[src/source/tlb_params.svh]
`ifndef TLB_PARAMS_SVH
`define TLB_PARAMS_SVH

// address split, 4 KB pages
`define TLB_ADDR_W 48
`define TLB_PAGE_BITS 12
`define TLB_VPN_W (`TLB_ADDR_W - `TLB_PAGE_BITS)

// geometry, index may be 4, 5 or 6
`define TLB_INDEX_BITS 4
`define TLB_SETS (1 << `TLB_INDEX_BITS)
`define TLB_WAYS 4
`define TLB_EPOCH_W 8
`define TLB_ENTRY_W 144

// bus fields
`define TLB_DATA_W 128
`define TLB_OPM_W 16
`define TLB_SEQ_W 16
`define TLB_LDTLB_W 128
// virtual address sits in bits 111:64 of the load-TLB word
`define TLB_LDTLB_VA_LSB 64

// fixed codes on a miss
`define TLB_MISS_PAGE 36'h010
`define TLB_MISS_EXC 16'hA001

`endif

[src/source/tlbPkg.sv]
`include "tlb_params.svh"

package tlbPkg;

	// one stored translation, padded out to the entry width
	typedef struct packed {
		logic [`TLB_ENTRY_W - `TLB_EPOCH_W - 2 * `TLB_VPN_W - 2:0] pad;
		logic [`TLB_EPOCH_W-1:0] epoch;
		logic [`TLB_VPN_W-1:0] vpn;
		logic [`TLB_VPN_W-1:0] ppn;
		logic valid;
	} tlbEntry_t;

	// same address word seen as page/offset or as region window
	typedef union packed {
		struct packed {
			logic [`TLB_VPN_W-1:0] vpn;
			logic [`TLB_PAGE_BITS-1:0] offset;
		} page;
		struct packed {
			logic [3:0] nibble;
			logic [`TLB_ADDR_W-5:0] phys;
		} region;
	} l1Addr_u;

	typedef enum logic [2:0] {
		opIdle,
		opLoad,
		opStore,
		opLdtlb,
		opInvtlb,
		opOther
	} opKind_e;

	// low byte of the operation word
	localparam logic [7:0] opmIdle = 8'h00;
	localparam logic [7:0] opmLoad = 8'h90;
	localparam logic [7:0] opmStore = 8'hA0;
	localparam logic [7:0] opmLdtlb = 8'h84;
	localparam logic [7:0] opmInvtlb = 8'h85;

	// physical windows, D is the variant flagged in opm bit 11
	localparam logic [3:0] regionPhys = 4'hC;
	localparam logic [3:0] regionPhysV = 4'hD;

endpackage

[src/source/tlbRequestIf.sv]
`timescale 1ns/10ps
`include "tlb_params.svh"

interface tlbRequestIf;
	import tlbPkg::*;

	// registered copy of the request
	l1Addr_u addr;
	logic [`TLB_DATA_W-1:0] data;
	logic [`TLB_OPM_W-1:0] opm;
	logic [`TLB_SEQ_W-1:0] seq;
	logic [`TLB_LDTLB_W-1:0] ldtlb;

	// decode results
	opKind_e kind;
	logic translate;
	logic physWin;
	logic physWinV;

	modport source (
		output addr, data, opm, seq, ldtlb, kind, translate, physWin, physWinV
	);

	modport sink (
		input addr, data, opm, seq, ldtlb, kind, translate, physWin, physWinV
	);

endinterface

[src/source/tlbOutputStage.sv]
`timescale 1ns/10ps
`include "tlb_params.svh"

module tlbOutputStage (
	input logic clock,
	input logic rst,
	input logic hold,
	input logic hit,
	input logic [`TLB_VPN_W-1:0] physPage,
	tlbRequestIf.sink req,
	output logic [`TLB_ADDR_W-1:0] outAddr,
	output logic [`TLB_DATA_W-1:0] outData,
	output logic [`TLB_OPM_W-1:0] outOpm,
	output logic [`TLB_SEQ_W-1:0] outSeq,
	output logic [15:0] outExc,
	output logic [`TLB_ADDR_W-1:0] outTea
);
	import tlbPkg::*;

	l1Addr_u nxtAddr;
	logic [`TLB_OPM_W-1:0] nxtOpm;
	logic [15:0] nxtExc;
	logic [`TLB_ADDR_W-1:0] nxtTea;

	always_comb
	begin
		nxtAddr = req.addr;
		nxtOpm = req.opm;
		nxtExc = '0;
		nxtTea = '0;
		if (req.translate)
		begin
			if (hit)
			begin
				nxtAddr.page.vpn = physPage;
				// low physical space maps into the C window
				if (nxtAddr.region.nibble == 4'h0)
					nxtAddr.region.nibble = regionPhys;
			end
			else
			begin
				nxtAddr.page.vpn = `TLB_MISS_PAGE;
				nxtOpm[11:8] = 4'hF;
				nxtExc = `TLB_MISS_EXC;
				nxtTea = req.addr;
			end
		end
		else
		begin
			if (req.physWin)
				nxtAddr.region.nibble = regionPhys;
			if (req.physWinV)
				nxtOpm[11] = 1'b1;
		end
	end

	always_ff @(posedge clock)
	begin
		if (rst)
		begin
			outOpm <= '0;
			outExc <= '0;
		end
		else if (!hold)
		begin
			outOpm <= nxtOpm;
			outExc <= nxtExc;
		end
	end

	always_ff @(posedge clock)
	begin
		if (!hold)
		begin
			outAddr <= nxtAddr;
			outData <= req.data;
			outSeq <= req.seq;
			outTea <= nxtTea;
		end
	end

	// window addresses are physical and never reach the translate path
	windowNotTranslated: assert property (
		@(posedge clock) disable iff (rst)
		req.translate |-> !req.physWin
	);

endmodule

[src/flat_wrapper.sv]
// flat-port wrapper written by rule: the top's interface ports become plain ports
module tlbOutputStage_flat import tlbPkg::*;
  (clock, rst, hold, hit, physPage, outAddr, outData, outOpm, outSeq, outExc, outTea, req_addr, req_data, req_opm, req_seq, req_ldtlb, req_kind, req_translate, req_physWin, req_physWinV);
  tlbRequestIf req_i ();
  input logic clock;
  input logic rst;
  input logic hold;
  input logic hit;
  input logic [`TLB_VPN_W-1:0] physPage;
  output logic [`TLB_ADDR_W-1:0] outAddr;
  output logic [`TLB_DATA_W-1:0] outData;
  output logic [`TLB_OPM_W-1:0] outOpm;
  output logic [`TLB_SEQ_W-1:0] outSeq;
  output logic [15:0] outExc;
  output logic [`TLB_ADDR_W-1:0] outTea;
  input wire logic [$bits(req_i.addr)-1:0] req_addr;
  input wire logic [$bits(req_i.data)-1:0] req_data;
  input wire logic [$bits(req_i.opm)-1:0] req_opm;
  input wire logic [$bits(req_i.seq)-1:0] req_seq;
  input wire logic [$bits(req_i.ldtlb)-1:0] req_ldtlb;
  input wire logic [$bits(req_i.kind)-1:0] req_kind;
  input wire logic [$bits(req_i.translate)-1:0] req_translate;
  input wire logic [$bits(req_i.physWin)-1:0] req_physWin;
  input wire logic [$bits(req_i.physWinV)-1:0] req_physWinV;
  assign req_i.addr = req_addr;
  assign req_i.data = req_data;
  assign req_i.opm = req_opm;
  assign req_i.seq = req_seq;
  assign req_i.ldtlb = req_ldtlb;
  assign req_i.kind = req_kind;
  assign req_i.translate = req_translate;
  assign req_i.physWin = req_physWin;
  assign req_i.physWinV = req_physWinV;
  tlbOutputStage u_core (.clock(clock), .rst(rst), .hold(hold), .hit(hit), .physPage(physPage), .req(req_i), .outAddr(outAddr), .outData(outData), .outOpm(outOpm), .outSeq(outSeq), .outExc(outExc), .outTea(outTea));
endmodule
[config.mk]
export PLATFORM = sky130hd
export DESIGN_NAME = tlbOutputStage_flat
export DESIGN_NICKNAME = d
export VERILOG_FILES = /design/src/source/tlbPkg.sv /design/src/source/tlbRequestIf.sv /design/src/source/tlbOutputStage.sv /design/src/flat_wrapper.sv
export VERILOG_INCLUDE_DIRS = /design/src /design/src/source
export SDC_FILE = /design/constraint.sdc
export NUM_CORES = 1
export LEC_CHECK = 0
export ABC_AREA = 1
export BUFFER_PORTS_ARGS = -buffer_cell sky130_fd_sc_hd__buf_4
export CAP_MARGIN = 20
export CORE_AREA = 2 2 254 256
export CTS_BUF_LIST = sky130_fd_sc_hd__clkbuf_16
export DETAILED_ROUTE_END_ITERATION = 7
export DIE_AREA = 0 0 256 258
export SLEW_MARGIN = 5
export SYNTH_ARGS = -nofsm -noshare
export SYNTH_HDL_FRONTEND = slang
export SYNTH_SLANG_ARGS = --single-unit
export TNS_END_PERCENT = 10
[constraint.sdc]
create_clock -name clock -period 8.4 [get_ports clock]
set_clock_uncertainty 0.15 [all_clocks]
set_input_delay 0.84 -clock clock [delete_from_list [all_inputs] [get_ports clock]]
set_output_delay 0.84 -clock clock [all_outputs]
set_load 0.02 [all_outputs]
==> qor.csv <==
stage,metric,value,unit
clocking,CTS tree,done,
finish,final core occ,22.7,%
placed_design,GP Congestion,0.855,
logic_synthesis,cells after synthesis,534,
route,Antenna Nets Post-Route,0,
setup_path,RR Startpoint,u_core.outExc[13]$_SDFFE_PP0N_,
timing,fin crit period,2510,ps
timing,final count of hold timing violations,0,
finish,nets@finish,1440,
route,residual DRC count,0,
pwr,Comb pwr share,14.2,%
run,Max-Cap Viols,0,
logic_synthesis,sequential element share of the synthesized area,85.9,%
timing,period utilization,29.9,%
timing,Setup TNS,0,ps
pwr,switch share,26.0,%
setup_path,data required time of the worst path,8450,ps
worst_hold_path,class of the worst hold path,in -> reg,
logic_synthesis,Mapped Avg Cell Area,16.5,sq um
die,Die ar.,66000,sq um
timing,Finish-stage setup viols,0,
placed_design,I/O Buffers,509,
die,number of placement rows,93,
setup_path,CP max FO,160,
timing,Pins Over Slew Limit,0,
setup_path,kind of critical path,in -> reg,
setup_path,CP arrival,2570,ps
setup_path,worst reg-to-reg path cell count,2,
route,drt wl/cell,15.9,um
global_routing,initial antenna violation count,4,
pwr,Int Power,2.42,mW
pwr,power density over the cells,226,nW/um^2
finish,Sequential Area,7550,sq um
clocking,Root Driver,clkbuf_16,
clocking,post-CTS setup buffer count,0,
route,routed wire length,30.9,mm
setup_path,Reg2Reg Setup Slack,7550,ps
clocking,"CTS clk-pin slew, worst paths",70,ps
global_routing,All-Layer GR Usage,8.76,%
route,via count,6241,
clocking,Clock Sink Count,257,
route,DRT iter0 DRCs,389,
pwr,Worst VDD drop,122,uV
worst_hold_path,Worst Hold Launch,req_data[81],
worst_hold_path,hold endpoint,u_core.outData[81]$_DFFE_PN_,
die,Die H,258,um
die,Horiz. Die Dim,256,um
setup_path,RR Endpoint,u_core.outExc[13]$_SDFFE_PP0N_,
finish,area of the multi-input gates,840,sq um
finish,Non-Filler Instances,1937,
global_routing,met2 Usage GRT,15.9,%
setup_path,Setup crit end kind,register,
logic_synthesis,synthesized flop and latch total,257,
clocking,Num CTS Buffers,31,
logic_synthesis,Yosys warning total,0,
pwr,clock group share of total power,38.5,%
logic_synthesis,post-synth cell types,19,
finish,share of layout cells above drive strength 1,51.6,%
timing,RSZ-0062 raised after global routing,false,
global_routing,GRT Max-Usage Layer,met2,
die,core box area,63600,sq um
clocking,Post-CTS Hold Fix Bufs,0,
global_routing,vias in the first global route,6342,
outcome,status,finished clean,
global_routing,largest net degree at the start of global routing,161,
pwr,Psw,0.850,mW
die,Initial Util,13.8,%
clocking,later-pin clock latency in the skew report,590,ps
global_routing,met3 Use GR,4.19,%
clocking,clock tree buffer depth,3,
global_routing,GR Overflow Total,0,
route,DRT Pass-1 Iters,4,
route,DR vias/cell,3.22,
clocking,PostCTS Resize Cnt,0,
placed_design,Cells after DPL,1880,
placed_design,post-DP HPWL,23.2,mm
setup_path,Startpoint Class,primary input,
global_routing,first-pass GRT wire length,42.8,mm
logic_synthesis,cell area after synthesis,8790,sq um
pwr,Reg power frac,47.3,%
pwr,static leakage,6.13,nW
global_routing,GR Layer Usage met1,8.85,%
finish,fillcell total,6716,
finish,"Area growth, synth to finish",64.7,%
clocking,H-tree depth,1,
die,I/O pins,654,
timing,slew margin rel.,29.0,%
timing,actual slew at the worst max-slew pin,1070,ps
timing,Fmax,398,MHz
worst_hold_path,Hold Path Cell Cnt,1,
==> power by group through the flow <==
stage	sequential, mW	combinational [mW]	clock [mW]
floorplan	1.70	0.0659	0
global placement	1.57	0.471	0
detailed placement	1.57	0.475	0
CTS	1.55	0.475	1.32
global route	1.55	0.495	1.37
finish	1.55	0.465	1.26
==> worst max-delay path, stage by stage <==
cell and delay (ps):
buf_4 180, inv_8 440, buf_12 530
==> cell usage after synthesis <==
cell type	count	area [sq um]
a21oi_1	2	10.0
buf_2	8	40.0
buf_4	15	113
buf_6	5	56.3
clkbuf_1	1	3.75
clkbuf_2	2	10.0
conb_1	1	3.75
dfxtp_1	17	340
edfxtp_1	240	7210
inv_1	56	210
inv_2	2	7.51
inv_4	1	6.26
nand2_1	46	173
nand2_4	2	22.5
nand3b_1	3	22.5
nor2_1	83	312
o21ai_0	32	160
o21ai_1	17	85.1
or2_0	1	6.26
==> flip-flops by register name, summed over array words and instances, names as in the netlist <==
name	count
u_core.outAddr	48
u_core.outTea	48
u_core.outSeq	16
u_core.outExc	1
u_core.outData	128
u_core.outOpm	16
==> logic make-up (layout without fill, tap and decap cells) <==
family                 after synthesis  after routing  share of synthesized area, %
other                                1             14                        0.0427
AOI/OAI and AO/OA                   51             51                          2.90
and+or+nand+nor                    135            135                          6.09
buffers and inverters               90            625                          5.08
DFF                                257            257                          85.9
==> per-stage QoR <==
stage	power, mW	hold WS [ps]	worst slack, ps	cell area [sq um]
2_1_floorplan	1.77	410	4000	8830
6_report	3.27	272	5890	14500
3_3_place_gp	2.04	318	5450	13500
4_1_cts	3.35	211	6050	14500
5_1_grt	3.42	228	5860	14500
3_5_place_dp	2.05	329	5430	13500
==> cell usage in the layout, fill, tap and decap left out, drive strengths merged <==
master	instances
o21ai	49
diode	1
clkbuf	31
edfxtp	240
dfxtp	17
or2	1
a21oi	2
conb	13
nand3b	3
bufinv	1
inv	67
buf	510
clkinv	16
nor2	83
nand2	48
==> layout make-up <==
| class | instances | share of cell area (%) |
|---|---|---|
| Clock buffer | 31 | 5.36 |
| Timing Repair Buffer | 510 | 26.5 |
| Sequential cell | 257 | 52.1 |
| Antenna cell | 1 | 0.0173 |
| Clock inverter | 25 | 1.18 |
| Inverter | 59 | 1.60 |
| Multi-Input combinational cell | 199 | 5.80 |
| Tap cell | 855 | 7.39 |
==> layer usage <==
layer / vias up / wire length [um]
li1: 2882 / -
met1: 2943 / 10500
met2: 366 / 15900
met3: 50 / 3700
met4: 0 / 824
met5: - / 0
==> worst max path at each step <==
stage / start / end / slack [ps] / depth (start not counted)
3_3_place_gp: hold / u_core.outAddr[9]$_DFFE_PN_ / 5450 / 3
4_1_cts: hold / u_core.outTea[6]$_SDFFCE_PN0N_ / 6050 / 3
2_1_floorplan: hold / u_core.outAddr[0]$_DFFE_PN_ / 4000 / 2
6_report: hold / u_core.outTea[6]$_SDFFCE_PN0N_ / 5890 / 3
5_1_grt: hold / u_core.outAddr[2]$_DFFE_PN_ / 5860 / 3
3_5_place_dp: hold / u_core.outAddr[0]$_DFFE_PN_ / 5430 / 3
(Power assumes the default switching activity.)
