[src/source/tlb_params.svh]
`ifndef TLB_PARAMS_SVH
`define TLB_PARAMS_SVH

// address split, 4 KB pages
`define TLB_ADDR_W 48
`define TLB_PAGE_BITS 12
`define TLB_VPN_W (`TLB_ADDR_W - `TLB_PAGE_BITS)

// geometry, index may be 4, 5 or 6
`define TLB_INDEX_BITS 4
`define TLB_SETS (1 << `TLB_INDEX_BITS)
`define TLB_WAYS 4
`define TLB_EPOCH_W 8
`define TLB_ENTRY_W 144

// bus fields
`define TLB_DATA_W 128
`define TLB_OPM_W 16
`define TLB_SEQ_W 16
`define TLB_LDTLB_W 128
// virtual address sits in bits 111:64 of the load-TLB word
`define TLB_LDTLB_VA_LSB 64

// fixed codes on a miss
`define TLB_MISS_PAGE 36'h010
`define TLB_MISS_EXC 16'hA001

`endif

[src/source/tlbPkg.sv]
`include "tlb_params.svh"

package tlbPkg;

	// one stored translation, padded out to the entry width
	typedef struct packed {
		logic [`TLB_ENTRY_W - `TLB_EPOCH_W - 2 * `TLB_VPN_W - 2:0] pad;
		logic [`TLB_EPOCH_W-1:0] epoch;
		logic [`TLB_VPN_W-1:0] vpn;
		logic [`TLB_VPN_W-1:0] ppn;
		logic valid;
	} tlbEntry_t;

	// same address word seen as page/offset or as region window
	typedef union packed {
		struct packed {
			logic [`TLB_VPN_W-1:0] vpn;
			logic [`TLB_PAGE_BITS-1:0] offset;
		} page;
		struct packed {
			logic [3:0] nibble;
			logic [`TLB_ADDR_W-5:0] phys;
		} region;
	} l1Addr_u;

	typedef enum logic [2:0] {
		opIdle,
		opLoad,
		opStore,
		opLdtlb,
		opInvtlb,
		opOther
	} opKind_e;

	// low byte of the operation word
	localparam logic [7:0] opmIdle = 8'h00;
	localparam logic [7:0] opmLoad = 8'h90;
	localparam logic [7:0] opmStore = 8'hA0;
	localparam logic [7:0] opmLdtlb = 8'h84;
	localparam logic [7:0] opmInvtlb = 8'h85;

	// physical windows, D is the variant flagged in opm bit 11
	localparam logic [3:0] regionPhys = 4'hC;
	localparam logic [3:0] regionPhysV = 4'hD;

endpackage

[src/source/tlbLookupIf.sv]
`timescale 1ns/10ps
`include "tlb_params.svh"

interface tlbLookupIf;
	import tlbPkg::*;

	// read side, index comes straight from the incoming request
	logic [`TLB_INDEX_BITS-1:0] readIndex;
	tlbEntry_t [`TLB_WAYS-1:0] readWays;

	// write side, one-cycle strobe writes a whole set
	logic writeEnable;
	logic [`TLB_INDEX_BITS-1:0] writeIndex;
	tlbEntry_t [`TLB_WAYS-1:0] writeWays;

	modport index (
		output readIndex
	);

	modport store (
		input readIndex, writeEnable, writeIndex, writeWays,
		output readWays
	);

	modport match (
		input readWays,
		output writeEnable, writeIndex, writeWays
	);

endinterface

[src/source/tlbRequestIf.sv]
`timescale 1ns/10ps
`include "tlb_params.svh"

interface tlbRequestIf;
	import tlbPkg::*;

	// registered copy of the request
	l1Addr_u addr;
	logic [`TLB_DATA_W-1:0] data;
	logic [`TLB_OPM_W-1:0] opm;
	logic [`TLB_SEQ_W-1:0] seq;
	logic [`TLB_LDTLB_W-1:0] ldtlb;

	// decode results
	opKind_e kind;
	logic translate;
	logic physWin;
	logic physWinV;

	modport source (
		output addr, data, opm, seq, ldtlb, kind, translate, physWin, physWinV
	);

	modport sink (
		input addr, data, opm, seq, ldtlb, kind, translate, physWin, physWinV
	);

endinterface

[src/source/tlbWayMatch.sv]
`timescale 1ns/10ps
`include "tlb_params.svh"

module tlbWayMatch (
	input logic clock,
	input logic rst,
	input logic hold,
	tlbRequestIf.sink req,
	tlbLookupIf.match lookup,
	output logic hit,
	output logic [`TLB_VPN_W-1:0] physPage
);
	import tlbPkg::*;

	logic [`TLB_EPOCH_W-1:0] epoch;
	logic wrSuppress;
	logic [`TLB_WAYS-1:0] wayHit;
	logic [`TLB_WAYS-1:0] wayInSet;
	logic [1:0] hitWay;
	logic [1:0] depth;
	logic doWrite;
	l1Addr_u ldtlbAddr;
	tlbEntry_t newEntry;
	tlbEntry_t headEntry;

	assign ldtlbAddr = req.ldtlb[`TLB_LDTLB_VA_LSB +: `TLB_ADDR_W];

	// stale epoch means the entry died in an invalidate
	always_comb
	begin
		for (int w = 0; w < `TLB_WAYS; w++)
			wayHit[w] = lookup.readWays[w].valid &&
				(lookup.readWays[w].epoch == epoch) &&
				(lookup.readWays[w].vpn == req.addr.page.vpn);
	end

	// first hit wins, A before D
	always_comb
	begin
		hitWay = 2'd0;
		for (int w = `TLB_WAYS - 1; w >= 0; w--)
			if (wayHit[w])
				hitWay = 2'(w);
	end

	assign hit = |wayHit;
	assign physPage = lookup.readWays[hitWay].ppn;

	// physical page in bits 47:12 of the load-TLB word
	always_comb
	begin
		newEntry = '0;
		newEntry.epoch = epoch;
		newEntry.vpn = ldtlbAddr.page.vpn;
		newEntry.ppn = req.ldtlb[`TLB_PAGE_BITS +: `TLB_VPN_W];
		newEntry.valid = 1'b1;
	end

	// insert and promote are the same shift,
	// a new entry just pushes all the way down to D
	always_comb
	begin
		headEntry = lookup.readWays[hitWay];
		depth = hitWay;
		doWrite = 1'b0;
		if (req.kind == opLdtlb)
		begin
			headEntry = newEntry;
			depth = 2'd3;
			doWrite = 1'b1;
		end
		else if (req.translate && hit && (hitWay != 2'd0))
			doWrite = 1'b1;
		lookup.writeWays[0] = headEntry;
		for (int w = 1; w < `TLB_WAYS; w++)
			lookup.writeWays[w] = (w <= depth) ?
				lookup.readWays[w-1] : lookup.readWays[w];
	end

	assign lookup.writeIndex = (req.kind == opLdtlb) ?
		ldtlbAddr.page.vpn[`TLB_INDEX_BITS-1:0] :
		req.addr.page.vpn[`TLB_INDEX_BITS-1:0];

	// the request right after a write read the old set contents,
	// so its shuffle would undo the write
	assign lookup.writeEnable = doWrite && !wrSuppress && !hold;

	always_ff @(posedge clock)
	begin
		if (rst)
		begin
			epoch <= '0;
			wrSuppress <= 1'b0;
		end
		else if (!hold)
		begin
			wrSuppress <= lookup.writeEnable;
			if (req.kind == opInvtlb)
				epoch <= epoch + 1'b1;
		end
	end

	// a set only ever holds pages that index to it
	always_comb
	begin
		for (int w = 0; w < `TLB_WAYS; w++)
			wayInSet[w] = !lookup.readWays[w].valid ||
				(lookup.readWays[w].vpn[`TLB_INDEX_BITS-1:0] ==
				req.addr.page.vpn[`TLB_INDEX_BITS-1:0]);
	end

	readSetMatches: assert property (
		@(posedge clock) disable iff (rst)
		req.translate |-> &wayInSet
	);

endmodule

[src/flat_wrapper.sv]
// flat-port wrapper written by rule: the top's interface ports become plain ports
module tlbWayMatch_flat import tlbPkg::*;
  (clock, rst, hold, hit, physPage, req_addr, req_data, req_opm, req_seq, req_ldtlb, req_kind, req_translate, req_physWin, req_physWinV, lookup_readWays, lookup_writeEnable, lookup_writeIndex, lookup_writeWays);
  tlbRequestIf req_i ();
  tlbLookupIf lookup_i ();
  input logic clock;
  input logic rst;
  input logic hold;
  output logic hit;
  output logic [`TLB_VPN_W-1:0] physPage;
  input wire logic [$bits(req_i.addr)-1:0] req_addr;
  input wire logic [$bits(req_i.data)-1:0] req_data;
  input wire logic [$bits(req_i.opm)-1:0] req_opm;
  input wire logic [$bits(req_i.seq)-1:0] req_seq;
  input wire logic [$bits(req_i.ldtlb)-1:0] req_ldtlb;
  input wire logic [$bits(req_i.kind)-1:0] req_kind;
  input wire logic [$bits(req_i.translate)-1:0] req_translate;
  input wire logic [$bits(req_i.physWin)-1:0] req_physWin;
  input wire logic [$bits(req_i.physWinV)-1:0] req_physWinV;
  input wire logic [$bits(lookup_i.readWays)-1:0] lookup_readWays;
  output wire logic [$bits(lookup_i.writeEnable)-1:0] lookup_writeEnable;
  output wire logic [$bits(lookup_i.writeIndex)-1:0] lookup_writeIndex;
  output wire logic [$bits(lookup_i.writeWays)-1:0] lookup_writeWays;
  assign req_i.addr = req_addr;
  assign req_i.data = req_data;
  assign req_i.opm = req_opm;
  assign req_i.seq = req_seq;
  assign req_i.ldtlb = req_ldtlb;
  assign req_i.kind = req_kind;
  assign req_i.translate = req_translate;
  assign req_i.physWin = req_physWin;
  assign req_i.physWinV = req_physWinV;
  assign lookup_i.readWays = lookup_readWays;
  assign lookup_writeEnable = lookup_i.writeEnable;
  assign lookup_writeIndex = lookup_i.writeIndex;
  assign lookup_writeWays = lookup_i.writeWays;
  tlbWayMatch u_core (.clock(clock), .rst(rst), .hold(hold), .req(req_i), .lookup(lookup_i), .hit(hit), .physPage(physPage));
endmodule
[config.mk]
export PLATFORM = sky130hd
export DESIGN_NAME = tlbWayMatch_flat
export DESIGN_NICKNAME = d
export VERILOG_FILES = /design/src/source/tlbPkg.sv /design/src/source/tlbLookupIf.sv /design/src/source/tlbRequestIf.sv /design/src/source/tlbWayMatch.sv /design/src/flat_wrapper.sv
export VERILOG_INCLUDE_DIRS = /design/src /design/src/source
export SDC_FILE = /design/constraint.sdc
export NUM_CORES = 1
export LEC_CHECK = 0
export BUFFER_PORTS_ARGS = -buffer_cell sky130_fd_sc_hd__buf_4
export CELL_PAD_IN_SITES_DETAIL_PLACEMENT = 0
export CELL_PAD_IN_SITES_GLOBAL_PLACEMENT = 1
export CORE_AREA = 2 2 591 593
export CTS_CLUSTER_SIZE = 12
export DETAILED_ROUTE_END_ITERATION = 7
export DIE_AREA = 0 0 593 595
export HOLD_SLACK_MARGIN = 0.1
export PLACE_DENSITY = 0.3
export SYNTH_ARGS = -nofsm -noshare
export SYNTH_HDL_FRONTEND = slang
export SYNTH_SLANG_ARGS = --single-unit
[constraint.sdc]
create_clock -name clock -period 18.55 [get_ports clock]
set_input_delay 5.565 -clock clock [delete_from_list [all_inputs] [get_ports clock]]
set_output_delay 5.565 -clock clock [all_outputs]
set_load 0.01 [all_outputs]
==> results_dict.tcl <==
set metrics [dict create \
    period_needed_ns 16.40 \
    p_int_uw 376 \
    cts_max_level 1 \
    drt_iter0_markers 990 \
    clock_latency_ns 0.24 \
    synthesis.area_um2 14600 \
    min_to "u_core.wrSuppress" \
    drv_slew 0 \
    rr_worst_depth 9 \
    synth.distinct_cells 58 \
    rr_startpoint "u_core.epoch[2]" \
    maxCapViolations 0 \
    rsz0062_at_grt "false" \
    grt_antenna_before_repair 101 \
    min_from "u_core.wrSuppress" \
    die_h_um 595 \
    avgSynthCellArea_um2 8.38 \
    r2r-end "u_core.wrSuppress" \
    p_switching_uw 474 \
    synth.top_cells.by_area "mux2_2, mux2i_1, xnor2_1, mux2_1, o22ai_2" \
    cp.arrival_ns 10.83 \
    synth.most_common_cell "mux2_2" \
    synth-seq-cells 9 \
    drt-total-wl_mm 260 \
    cts_tree "yes" \
    grt_pass1_vias 21700 \
    cp_max_fo 95 \
    fin_tns_setup_ns 0 \
    die_area_um2 353000 \
    slew_headroom_pct 21.0 \
    irDropWorstVdd_mv 0.0138 \
    synth-seq-area-share_pct 1.23 \
    synth_edf_count 0 \
    skew_ns 0.000706 \
    comb_power_share_pct 93.0 \
    root_buffer "clkbuf_16" \
    numPortBuffers 1308 \
    tightest_slew_ns 1.18 \
    hold_depth 2 \
    cts.hold.buffers_added 0 \
    postCtsSetupBuffers 0 \
    cts.path.max_buffers 2 \
    cts_resized 0 \
    fin_util_pct 8.66 \
    pwr-share-clk_pct 4.7 \
    switching_share_pct 55.8 \
    yosys.area.top_type_share_pct 30.8 \
    gr-total-overflow 0 \
    cts_made_buffers 3 \
    cts_num_sinks 9 \
    cp-end-kind "primary output" \
    avgViaCountPerCell 2.76 \
    worstHoldPathType "flip-flop to flip-flop" \
    leakage_nw 13.1 \
    r2r_slack_ns 14.30 \
    hold_violations 0 \
    n_fill_cell 40800 \
    power_density_nw_per_um2 28.3 \
    grt_pass1_wl_mm 308 \
    grt_max_degree 96 \
    ant_nets 0 \
    regArea_um2 180 \
    track_usage_pct 14.0 \
    pin_count 1539 \
    netlist.top_cell.by_area "mux2_2" \
    syn_nets 2669 \
    synthFlopType "dfxtp_1" \
    gp_congestion 0.861 \
    drt_pass1_iterations 5 \
    place_ws_ns 2.00 \
    critPathRequiredTime_ns 12.98 \
    async_flop_share_pct 0 \
    layout-drive-gt1-share_pct 64.8 \
    synth_common_cells "mux2_2, mux2i_1, xnor2_1, nor2_1, buf_2" \
    fmax_mhz 61.0 \
    cp-start-kind "input port" \
    setup_ws_ns 2.15 \
    rows 217 \
    start_util_pct 4.22 \
    min_period_over_period_pct 88.4 \
    ys_warn_count 0 \
    nets 3843 \
    path_class "input port to primary output" \
    synth_cells 1747 \
    hpwlAfterDp_mm 231 \
    avgRoutedWirePerCell_um 34.4 \
    drc 0 \
    multi_input_area_um2 13600 \
    seqPwrFrac_pct 2.4 \
    setup_viol 0 \
    syn_to_final_growth_pct 105 \
    num_vias 20900 \
    clk_pin_slew_ns 0.04 \
    coreArea_um2 347000 \
    die_w_um 593 \
    status "completed" \
]
==> cell families after synthesis <==
| group | after synthesis | share of synthesized area (%) |
|---|---|---|
| AO/OA/AOI/OAI | 298 | 16.3 |
| multiplexers | 746 | 55.0 |
| buffers and inverters | 203 | 6.32 |
| flip-flops | 9 | 1.23 |
| adder cells (fa/ha/maj) | 1 | 0.0854 |
| AND/OR/NAND/NOR | 326 | 11.2 |
| XOR/XNOR | 164 | 9.81 |
==> power groups by stage <==
stage / clock network [mW] / registers (mW) / logic [mW]
after floorplan: 0 / 0.0200 / 0.235
after global placement: 0 / 0.0203 / 0.819
after detailed placement: 0 / 0.0203 / 0.818
after CTS: 0.0412 / 0.0200 / 0.821
after global routing: 0.0424 / 0.0200 / 0.837
final: 0.0399 / 0.0200 / 0.790
==> state kept, by name (all words and copies together), names as in the netlist <==
name,flops
u_core.epoch,8
u_core.wrSuppress,1
==> cells in the final DEF (no fill, tap or decap), drive strengths merged, types with 4 or more instances in the layout <==
master,instances
nor2,100
nand4,71
clkbuf,4
inv,20
diode,30
o22ai,63
o21ai,50
nor2b,6
nor3,39
o221a,36
mux2i,279
nand3,43
mux2,467
dfxtp,9
nand2b,8
a21oi,49
buf,1352
xor2,32
xnor2,132
nand2,31
a31o,42
nor4,16
a21o,38
==> metrics by stage <==
step	cells	hold WS [ns]	power [mW]	cell area [um2]
2_1_floorplan	1747	0.437	0.255	14600
3_3_place_gp	7515	0.460	0.839	29900
3_5_place_dp	7515	0.452	0.838	29900
4_1_cts	7519	0.459	0.882	30000
5_1_grt	7525	0.504	0.900	30000
6_report	7549	0.458	0.850	30100
==> worst max-delay path: stages <==
cell and delay [ns]:
buf_4 0.15, xnor2_1 0.71, nand4_1 0.46, nor4_1 0.50, and3_1 0.55, nor2b_4 0.25
a21oi_4 0.37, buf_12 0.45, buf_4 0.69, mux2_2 0.50, buf_4 0.18
==> worst max path at each step <==
stage          slack [ns]                start                     to  cells past startpoint
3_5_place_dp         2.00         req_addr[42]  lookup_writeWays[216]                     12
6_report             2.15  lookup_readWays[75]  lookup_writeWays[404]                     11
4_1_cts              1.99         req_addr[42]  lookup_writeWays[216]                     12
5_1_grt              1.98         req_addr[42]  lookup_writeWays[216]                     12
3_3_place_gp         2.02         req_addr[42]  lookup_writeWays[216]                     12
2_1_floorplan        4.83         req_addr[31]   lookup_writeWays[18]                     11
==> per-layer routing <==
layer	vias up	GRT usage (%)	part of all wire, %
met5	-	0	0.085
met1	10400	15.5	38
met3	178	6.09	11
li1	9023	-	-
met4	32	3.66	2.9
met2	1239	24.3	48
==> area by class of cell <==
type / count / area share [%]
diodes: 30 / 0.250
clock buffers: 4 / 0.262
inverters: 20 / 0.250
multi-input cells: 1535 / 45.4
flip-flops and latches: 9 / 0.599
well taps: 4599 / 19.1
repair buffers: 1352 / 34.1
No activity file was read; power rests on OpenSTA's default activity.
