--- src/source/tlb_params.svh ---
`ifndef TLB_PARAMS_SVH
`define TLB_PARAMS_SVH

// address split, 4 KB pages
`define TLB_ADDR_W 48
`define TLB_PAGE_BITS 12
`define TLB_VPN_W (`TLB_ADDR_W - `TLB_PAGE_BITS)

// geometry, index may be 4, 5 or 6
`define TLB_INDEX_BITS 4
`define TLB_SETS (1 << `TLB_INDEX_BITS)
`define TLB_WAYS 4
`define TLB_EPOCH_W 8
`define TLB_ENTRY_W 144

// bus fields
`define TLB_DATA_W 128
`define TLB_OPM_W 16
`define TLB_SEQ_W 16
`define TLB_LDTLB_W 128
// virtual address sits in bits 111:64 of the load-TLB word
`define TLB_LDTLB_VA_LSB 64

// fixed codes on a miss
`define TLB_MISS_PAGE 36'h010
`define TLB_MISS_EXC 16'hA001

`endif

--- src/source/tlbPkg.sv ---
`include "tlb_params.svh"

package tlbPkg;

	// one stored translation, padded out to the entry width
	typedef struct packed {
		logic [`TLB_ENTRY_W - `TLB_EPOCH_W - 2 * `TLB_VPN_W - 2:0] pad;
		logic [`TLB_EPOCH_W-1:0] epoch;
		logic [`TLB_VPN_W-1:0] vpn;
		logic [`TLB_VPN_W-1:0] ppn;
		logic valid;
	} tlbEntry_t;

	// same address word seen as page/offset or as region window
	typedef union packed {
		struct packed {
			logic [`TLB_VPN_W-1:0] vpn;
			logic [`TLB_PAGE_BITS-1:0] offset;
		} page;
		struct packed {
			logic [3:0] nibble;
			logic [`TLB_ADDR_W-5:0] phys;
		} region;
	} l1Addr_u;

	typedef enum logic [2:0] {
		opIdle,
		opLoad,
		opStore,
		opLdtlb,
		opInvtlb,
		opOther
	} opKind_e;

	// low byte of the operation word
	localparam logic [7:0] opmIdle = 8'h00;
	localparam logic [7:0] opmLoad = 8'h90;
	localparam logic [7:0] opmStore = 8'hA0;
	localparam logic [7:0] opmLdtlb = 8'h84;
	localparam logic [7:0] opmInvtlb = 8'h85;

	// physical windows, D is the variant flagged in opm bit 11
	localparam logic [3:0] regionPhys = 4'hC;
	localparam logic [3:0] regionPhysV = 4'hD;

endpackage

--- src/source/tlbLookupIf.sv ---
`timescale 1ns/10ps
`include "tlb_params.svh"

interface tlbLookupIf;
	import tlbPkg::*;

	// read side, index comes straight from the incoming request
	logic [`TLB_INDEX_BITS-1:0] readIndex;
	tlbEntry_t [`TLB_WAYS-1:0] readWays;

	// write side, one-cycle strobe writes a whole set
	logic writeEnable;
	logic [`TLB_INDEX_BITS-1:0] writeIndex;
	tlbEntry_t [`TLB_WAYS-1:0] writeWays;

	modport index (
		output readIndex
	);

	modport store (
		input readIndex, writeEnable, writeIndex, writeWays,
		output readWays
	);

	modport match (
		input readWays,
		output writeEnable, writeIndex, writeWays
	);

endinterface

--- src/source/tlbRequestIf.sv ---
`timescale 1ns/10ps
`include "tlb_params.svh"

interface tlbRequestIf;
	import tlbPkg::*;

	// registered copy of the request
	l1Addr_u addr;
	logic [`TLB_DATA_W-1:0] data;
	logic [`TLB_OPM_W-1:0] opm;
	logic [`TLB_SEQ_W-1:0] seq;
	logic [`TLB_LDTLB_W-1:0] ldtlb;

	// decode results
	opKind_e kind;
	logic translate;
	logic physWin;
	logic physWinV;

	modport source (
		output addr, data, opm, seq, ldtlb, kind, translate, physWin, physWinV
	);

	modport sink (
		input addr, data, opm, seq, ldtlb, kind, translate, physWin, physWinV
	);

endinterface

--- src/source/tlbRequestStage.sv ---
`timescale 1ns/10ps
`include "tlb_params.svh"

module tlbRequestStage (
	input logic clock,
	input logic rst,
	input logic hold,
	input logic mmuEnable,
	input tlbPkg::l1Addr_u inAddr,
	input logic [`TLB_DATA_W-1:0] inData,
	input logic [`TLB_OPM_W-1:0] inOpm,
	input logic [`TLB_SEQ_W-1:0] inSeq,
	input logic [`TLB_LDTLB_W-1:0] inLdtlb,
	tlbLookupIf.index lookup,
	tlbRequestIf.source req
);
	import tlbPkg::*;

	l1Addr_u ldtlbAddr;
	opKind_e nxtKind;
	logic inWin;
	logic inWinV;
	logic nxtTranslate;

	assign ldtlbAddr = inLdtlb[`TLB_LDTLB_VA_LSB +: `TLB_ADDR_W];

	always_comb
	begin
		case (inOpm[7:0])
			opmIdle: nxtKind = opIdle;
			opmLoad: nxtKind = opLoad;
			opmStore: nxtKind = opStore;
			opmLdtlb: nxtKind = opLdtlb;
			opmInvtlb: nxtKind = opInvtlb;
			default: nxtKind = opOther;
		endcase
	end

	// C and D windows are physical already
	assign inWinV = (inAddr.region.nibble == regionPhysV);
	assign inWin = (inAddr.region.nibble == regionPhys) || inWinV;

	assign nxtTranslate = mmuEnable && !inWin &&
		((nxtKind == opLoad) || (nxtKind == opStore));

	// a load-TLB command reads the set it is about to fill
	assign lookup.readIndex = (nxtKind == opLdtlb) ?
		ldtlbAddr.page.vpn[`TLB_INDEX_BITS-1:0] :
		inAddr.page.vpn[`TLB_INDEX_BITS-1:0];

	always_ff @(posedge clock)
	begin
		if (rst)
		begin
			req.opm <= '0;
			req.kind <= opIdle;
			req.translate <= 1'b0;
		end
		else if (!hold)
		begin
			req.opm <= inOpm;
			req.kind <= nxtKind;
			req.translate <= nxtTranslate;
		end
	end

	// payload
	always_ff @(posedge clock)
	begin
		if (!hold)
		begin
			req.addr <= inAddr;
			req.data <= inData;
			req.seq <= inSeq;
			req.ldtlb <= inLdtlb;
			req.physWin <= inWin;
			req.physWinV <= inWinV;
		end
	end

endmodule

--- src/flat_wrapper.sv ---
// flat-port wrapper written by rule: the top's interface ports become plain ports
module tlbRequestStage_flat import tlbPkg::*;
  (clock, rst, hold, mmuEnable, inAddr, inData, inOpm, inSeq, inLdtlb, lookup_readIndex, req_addr, req_data, req_opm, req_seq, req_ldtlb, req_kind, req_translate, req_physWin, req_physWinV);
  tlbLookupIf lookup_i ();
  tlbRequestIf req_i ();
  input logic clock;
  input logic rst;
  input logic hold;
  input logic mmuEnable;
  input tlbPkg::l1Addr_u inAddr;
  input logic [`TLB_DATA_W-1:0] inData;
  input logic [`TLB_OPM_W-1:0] inOpm;
  input logic [`TLB_SEQ_W-1:0] inSeq;
  input logic [`TLB_LDTLB_W-1:0] inLdtlb;
  output wire logic [$bits(lookup_i.readIndex)-1:0] lookup_readIndex;
  output wire logic [$bits(req_i.addr)-1:0] req_addr;
  output wire logic [$bits(req_i.data)-1:0] req_data;
  output wire logic [$bits(req_i.opm)-1:0] req_opm;
  output wire logic [$bits(req_i.seq)-1:0] req_seq;
  output wire logic [$bits(req_i.ldtlb)-1:0] req_ldtlb;
  output wire logic [$bits(req_i.kind)-1:0] req_kind;
  output wire logic [$bits(req_i.translate)-1:0] req_translate;
  output wire logic [$bits(req_i.physWin)-1:0] req_physWin;
  output wire logic [$bits(req_i.physWinV)-1:0] req_physWinV;
  assign lookup_readIndex = lookup_i.readIndex;
  assign req_addr = req_i.addr;
  assign req_data = req_i.data;
  assign req_opm = req_i.opm;
  assign req_seq = req_i.seq;
  assign req_ldtlb = req_i.ldtlb;
  assign req_kind = req_i.kind;
  assign req_translate = req_i.translate;
  assign req_physWin = req_i.physWin;
  assign req_physWinV = req_i.physWinV;
  tlbRequestStage u_core (.clock(clock), .rst(rst), .hold(hold), .mmuEnable(mmuEnable), .inAddr(inAddr), .inData(inData), .inOpm(inOpm), .inSeq(inSeq), .inLdtlb(inLdtlb), .lookup(lookup_i), .req(req_i));
endmodule
--- config.mk ---
export PLATFORM = sky130hd
export DESIGN_NAME = tlbRequestStage_flat
export DESIGN_NICKNAME = d
export VERILOG_FILES = /design/src/source/tlbPkg.sv /design/src/source/tlbLookupIf.sv /design/src/source/tlbRequestIf.sv /design/src/source/tlbRequestStage.sv /design/src/flat_wrapper.sv
export VERILOG_INCLUDE_DIRS = /design/src /design/src/source
export SDC_FILE = /design/constraint.sdc
export NUM_CORES = 1
export LEC_CHECK = 0
export BUFFER_PORTS_ARGS = -buffer_cell sky130_fd_sc_hd__buf_2
export CAP_MARGIN = 20
export CORE_AREA = 2 2 263 265
export CTS_BUF_LIST = sky130_fd_sc_hd__clkbuf_16
export DETAILED_ROUTE_END_ITERATION = 8
export DIE_AREA = 0 0 265 267
export PLACE_DENSITY = 0.46
export SETUP_SLACK_MARGIN = 0.1
export SYNTH_ARGS = -nofsm -noshare
export SYNTH_HDL_FRONTEND = slang
export SYNTH_SLANG_ARGS = --single-unit
--- constraint.sdc ---
create_clock -name clock -period 8.2 [get_ports clock]
set_input_delay 0.41 -clock clock [delete_from_list [all_inputs] [get_ports clock]]
set_output_delay 0.41 -clock clock [all_outputs]
set_load 0.005 [all_outputs]
==> impl_metrics.env, run 1 <==
export IMPL_status="completed"
export IMPL_placedCellCount=1976
export IMPL_die_x_um=265
export IMPL_num_vias=7704
export IMPL_p_int_mw=3.30
export IMPL_rsz0062_at_grt="no"
export IMPL_antenna_found_initial=9
export IMPL_grt_max_degree=158
export IMPL_synthToLayoutAreaGrowth_pct=77.2
export IMPL_multiInputGateArea_um2=464
export IMPL_placed_area_mm2=0.0151
export IMPL_slew_headroom_pct=35.6
export IMPL_grtUsageTotal_pct=9.94
export IMPL_power_mw=4.23
export IMPL_fp_dieH_um=267
export IMPL_first_global_vias=8435
export IMPL_drv_cap=0
export IMPL_finalWeightedCongestion=0.809
export IMPL_slowest_delay_ns=0.83
export IMPL_timing_fmax_ghz=0.466
export IMPL_clock_latency_ns=0.55
export IMPL_final_core_util_pct=27.5
export IMPL_dr_pass1_iters=6
export IMPL_top_usage_layer="met2"
export IMPL_grtUsageMet1_pct=10.5
export IMPL_hold_class="input pin to flop"
export IMPL_cts_root_buf="clkbuf_16"
export IMPL_coreArea_mm2=0.0680
export IMPL_clock_path_buffers=3
export IMPL_dp_hpwl_um=27500
export IMPL_htree_levels=2
export IMPL_final_common_cell="buf_2"
export IMPL_fin_crit_sh_pct=26.2
export IMPL_ff_latch_area_mm2=0.0101
export IMPL_endpoint_kind="flop"
export IMPL_crit_path_max_fanout=97
export IMPL_slowest_stage="buf_4"
export IMPL_syn_nets=751
export IMPL_min_period_ns=2.15
export IMPL_place_ws_ns=5.46
export IMPL_crit_type="input pin to flop"
export IMPL_path_cells="buf_2, inv_8, buf_4"
export IMPL_p_leak_nw=7.90
export IMPL_grt_overflow=0
export IMPL_p_seq_share_pct=49.6
export IMPL_p_per_area_mw_per_mm2=226
export IMPL_met3_usage_pct=4.19
export IMPL_finalClockSkew_ns=0
export IMPL_synth_seq_area_share_pct=95.4
export IMPL_rows=96
export IMPL_ir_worst_vdd_mv=0.142
export IMPL_viasPerCell=3.37
export IMPL_layout_common_cells="685 x buf_2, 322 x edfxtp_1, 232 x dlygate4sd3_1"
export IMPL_cts_clk_slew_worst_paths_ns=0.06
export IMPL_p_sw_share_pct=22.0
export IMPL_wl_per_cell_um=16.4
export IMPL_dieArea_mm2=0.0708
export IMPL_synth_area_mm2=0.0106
export IMPL_cts_tree="built"
export IMPL_fin_nets=1708
export IMPL_drive_above_1_share_pct=53.5
export IMPL_layout_setup_ws_ns=6.05
export IMPL_required_ns=8.37
export IMPL_pwr_share_clk_pct=41.0
export IMPL_tightestPinTransition_ns=0.966
export IMPL_setup_tns_ns=0
export IMPL_instances_no_fill=2283
export IMPL_netlist_instances=411
export IMPL_wirelength_um=37500
export IMPL_drt_initial_drc_count=343
export IMPL_comb_power_share_pct=9.4
export IMPL_start_util_pct=15.5
export IMPL_synth_cell_types=23
export IMPL_cts_sinks=342
export IMPL_grt_pass1_wl_um=52500
export IMPL_power_switching_mw=0.931
export IMPL_syn_mean_instance_area_um2=25.7
export IMPL_finalHoldViolations=0
export IMPL_whs_ns=0.0523
export IMPL_use_met2_pct=17.5
export IMPL_ioPinCount=686
export IMPL_slew_viol_final=0
export IMPL_synth_seq_cells=342
export IMPL_nFillCells=6958
export IMPL_finalInstanceArea_mm2=0.0187
export IMPL_ys_warnings_count=0
export IMPL_critPathLaunchType="input pin"
export IMPL_numPortBuffers=685
export IMPL_drc=0
export IMPL_cts_buffers=40
export IMPL_cp_data_arrival_time_ns=2.31
export IMPL_setup_violations=0
export IMPL_ant_nets=0
==> worst paths after layout <==
kind,startpoint,to,slack (ns),cells after the start
setup / recovery,hold,u_core.req.data[83],6.05,3
hold / removal,inData[85],u_core.req.data[85],0.05,1
setup reg to reg,u_core.req.kind[1],u_core.req.kind[1],7.49,2
hold reg to reg,u_core.req.kind[2],u_core.req.kind[2],0.48,2
==> registers in the layout, summed over array words and instances, names as in the netlist <==
register,count
u_core.req.physWinV,1
u_core.req.seq,16
u_core.req.addr,48
u_core.req.physWin,1
u_core.req.kind,3
u_core.req.data,128
u_core.req.ldtlb,128
u_core.req.opm,16
u_core.req.translate,1
==> power by group through the flow <==
stage	Combinational [mW]	Sequential (mW)	Clock, mW
final	0.399	2.10	1.73
after global routing	0.431	2.11	1.86
after CTS	0.407	2.10	1.81
after detailed placement	0.316	2.14	0
after global placement	0.314	2.13	0
after floorplan	0.0371	2.17	0
==> critical path: cells and delay by family <==
family | cells | cell delay [ns]
buf+inv | 3 | 1.71
==> synth_stat cells (all sizes together) <==
master / instances / area [um2]
and3: 1 / 11.3
inv: 1 / 3.75
buf: 2 / 10.0
and2: 1 / 6.26
a311oi: 1 / 8.76
a21oi: 2 / 10.0
dfxtp: 20 / 400
nand2: 3 / 11.3
a2111o: 1 / 11.3
nand4: 2 / 12.5
o21ai: 1 / 5.00
mux2: 4 / 60.1
nor4: 1 / 6.26
nor4b: 1 / 23.8
nand3: 2 / 10.0
clkbuf: 2 / 7.51
edfxtp: 322 / 9670
xor2: 1 / 8.76
nor3: 2 / 10.0
nor2: 23 / 86.3
xnor2: 1 / 8.76
nand2b: 1 / 13.8
mux2i: 16 / 160
==> cells by family (layout without fill, tap and decap cells) <==
family          count (synthesis)  after routing  synth area share, %
xor+xnor                        2              2                0.166
mux                            20             20                 2.09
buf+inv                         5            993                0.202
flops                         342            342                 95.4
simple gates                   37             37                 1.81
compound gates                  5              5                0.332
other cells                     0              2                    0
==> cell type report <==
class,instances,share of cell area [%]
flip-flops and latches,342,53.8
repair buffers,919,30.9
well taps,882,5.90
clock buffers,42,5.62
multi-input cells,64,2.48
clock inverters,31,1.20
inverters,1,0.0602
diodes,2,0.0268
==> metal layers <==
metal | wire (um) | share of wire [%]
met1 | 13600 | 36
met2 | 19000 | 51
met3 | 3700 | 9.9
met4 | 1140 | 3.1
met5 | 51 | 0.14
==> what timing repair did <==
item                                   in CTS  in global routing
hold buffers                              232                  0
resized for setup                           0                  0
setup buffers                               0                  0
endpoints found under the hold margin     232                  0
(Power assumes the default switching activity.)
==> run 2, diff against run 1 <==
--- a/config.mk
+++ b/config.mk
@@ -8,11 +8,11 @@
 export LEC_CHECK = 0
 export BUFFER_PORTS_ARGS = -buffer_cell sky130_fd_sc_hd__buf_2
 export CAP_MARGIN = 20
-export CORE_AREA = 2 2 263 265
+export CORE_AREA = 2 2 266 268
 export CTS_BUF_LIST = sky130_fd_sc_hd__clkbuf_16
 export DETAILED_ROUTE_END_ITERATION = 8
-export DIE_AREA = 0 0 265 267
-export PLACE_DENSITY = 0.46
+export DIE_AREA = 0 0 268 270
+export PLACE_DENSITY = 0.44
 export SETUP_SLACK_MARGIN = 0.1
 export SYNTH_ARGS = -nofsm -noshare
 export SYNTH_HDL_FRONTEND = slang
==> constraint.sdc (replaced) <==
create_clock -name clock -period 2 [get_ports clock]
set_input_delay 0.1 -clock clock [delete_from_list [all_inputs] [get_ports clock]]
set_output_delay 0.1 -clock clock [all_outputs]
set_load 0.005 [all_outputs]
==> run 2 against run 1 <==
  * Clock power grew to 4.0 times the previous value
  * Cell count grew 8.1%
  * Worst hold slack gained 0.014 ns
  * Largest cell class unchanged
  * Die area grew 2.3%
  * Sequential power grew to 4.1 times the previous value
  * Global-route usage shrank 0.16 points
  * Power grew to 4.1 times the previous value
==> impl_metrics.env, run 2 (same netlist as run 1, synthesis figures left out) <==
export IMPL_placed_area_mm2=0.0153
export IMPL_finalInstanceArea_mm2=0.0201
export IMPL_cts_buffers=39
export IMPL_fin_nets=1841
export IMPL_critPathLaunchType="input pin"
export IMPL_p_per_area_mw_per_mm2=866
export IMPL_r2r_slack_ns=0.74
export IMPL_viasPerCell=3.32
export IMPL_setup_violations=0
export IMPL_finalClockSkew_ns=0
export IMPL_crit_path_max_fanout=5
export IMPL_power_switching_mw=3.78
export IMPL_dp_hpwl_um=27400
export IMPL_fp_dieH_um=270
export IMPL_hold_class="input pin to flop"
export IMPL_crit_start="inOpm[4]"
export IMPL_num_vias=8201
export IMPL_largest_registers="u_core.req.data x128, u_core.req.ldtlb x128, u_core.req.addr x48"
export IMPL_instances_no_fill=2467
export IMPL_wirelength_um=37700
export IMPL_finalWeightedCongestion=0.790
export IMPL_dieArea_mm2=0.0724
export IMPL_clock_latency_ns=0.54
export IMPL_reg2reg_to="u_core.req.opm[6]"
export IMPL_drt_initial_drc_count=382
export IMPL_p_int_mw=13.6
export IMPL_crit_type="input pin to output port"
export IMPL_power_mw=17.4
export IMPL_place_ws_ns=0.479
export IMPL_reg2reg_from="u_core.req.opm[6]"
export IMPL_drv_cap=0
export IMPL_slowest_stage="dlygate4sd3_1"
export IMPL_final_core_util_pct=28.9
export IMPL_critical_path_depth=7
export IMPL_p_seq_share_pct=49.5
export IMPL_pwr_share_clk_pct=39.8
export IMPL_dr_pass1_iters=4
export IMPL_ioPinCount=686
export IMPL_p_leak_nw=8.47
export IMPL_ant_nets=0
export IMPL_coreArea_mm2=0.0695
export IMPL_layout_setup_ws_ns=0.191
export IMPL_slowest_delay_ns=0.53
export IMPL_ir_worst_vdd_mv=0.719
export IMPL_grtUsageTotal_pct=9.77
export IMPL_placedCellCount=2046
export IMPL_required_ns=1.90
export IMPL_endpoint_kind="output port"
export IMPL_post_cts_buffers=0
export IMPL_cts_root_buf="clkbuf_16"
export IMPL_wl_per_cell_um=15.3
export IMPL_antenna_found_initial=3
export IMPL_slew_headroom_pct=69.1
export IMPL_comb_power_share_pct=10.7
export IMPL_setup_tns_ns=0
export IMPL_die_x_um=268
export IMPL_crit_path_frequent_cell="buf_2"
export IMPL_drive_above_1_share_pct=50.0
export IMPL_grt_overflow=0
export IMPL_timing_fmax_ghz=0.553
export IMPL_status="completed"
export IMPL_min_period_ns=1.81
export IMPL_rsz0062_at_grt="no"
export IMPL_rows=97
export IMPL_clock_path_buffers=3
export IMPL_grt_pass1_wl_um=53300
export IMPL_path_cells="dlygate4sd3_1, buf_2, nor2_2, and3_4, nand2b_4, mux2_4, buf_2"
export IMPL_grt_max_degree=60
export IMPL_finalHoldViolations=0
export IMPL_crit_family="buffers and inverters"
export IMPL_htree_levels=2
export IMPL_synthToLayoutAreaGrowth_pct=90.3
export IMPL_cp_data_arrival_time_ns=1.71
export IMPL_start_util_pct=15.2
export IMPL_slew_viol_final=0
export IMPL_cts_sinks=342
export IMPL_rr_worst_depth=3
export IMPL_cts_tree="built"
export IMPL_tightestPinTransition_ns=0.461
export IMPL_drc=0
export IMPL_p_sw_share_pct=21.7
export IMPL_cts_clk_slew_worst_paths_ns=0.06
export IMPL_cp_endpoint="lookup_readIndex[0]"
export IMPL_final_common_cell="buf_2"
export IMPL_layout_common_cells="685 x buf_2, 354 x dlygate4sd3_1, 322 x edfxtp_1"
export IMPL_whs_ns=0.0658
export IMPL_crit_buf_inv=3
export IMPL_numPortBuffers=685
export IMPL_fin_crit_sh_pct=90.5
export IMPL_first_global_vias=9225
run 2: final cells by class:
cell class,instances,area [um2]
clock buffers,41,1030
inverters,1,7.51
repair buffers,1053,7140
flip-flops and latches,342,10100
fillers,7038,49500
diodes,1,2.50
clock inverters,25,200
well taps,940,1180
multi-input cells,64,467
run 2: power by group through the flow:
stage	clock, mW	sequential [mW]	combinational, mW
after floorplan	0	8.87	0.156
after global placement	0	8.76	1.31
after detailed placement	0	8.76	1.31
after CTS	7.28	8.62	1.88
after global routing	7.50	8.66	2.01
final	6.93	8.61	1.85
run 2: what timing repair did:
action,in CTS,in global routing
endpoints found under the setup margin,0,1
hold buffers,354,0
hold endpoints to repair,341,0
gates resized for setup,0,1
run 2: worst reg2reg max path, stage by stage (launching register included):
cell,delay (ns)
dfxtp_1,0.34
mux2i_1,0.17
nor2_1,0.07
dlygate4sd3_1,0.57
run 2: worst min path at each step:
stage / startpoint / endpoint / slack [ns] / cells past startpoint
after CTS: inOpm[6] / u_core.req.translate / 0.03 / 5
after global placement: inLdtlb[60] / u_core.req.ldtlb[60] / 0.28 / 1
after floorplan: inAddr[0] / u_core.req.addr[0] / 0.20 / 0
after global routing: inOpm[6] / u_core.req.kind[0] / 0.07 / 5
after detailed placement: inLdtlb[36] / u_core.req.ldtlb[36] / 0.28 / 1
final: inOpm[6] / u_core.req.translate / 0.07 / 5
run 2: layer usage:
metal / GRT usage, % / vias up / routed length (um)
met4: 3.22 / 0 / 923
met5: 0 / - / 0
met2: 18.4 / 423 / 19700
li1: - / 3813 / -
met3: 3.72 / 55 / 3770
met1: 9.69 / 3910 / 13300
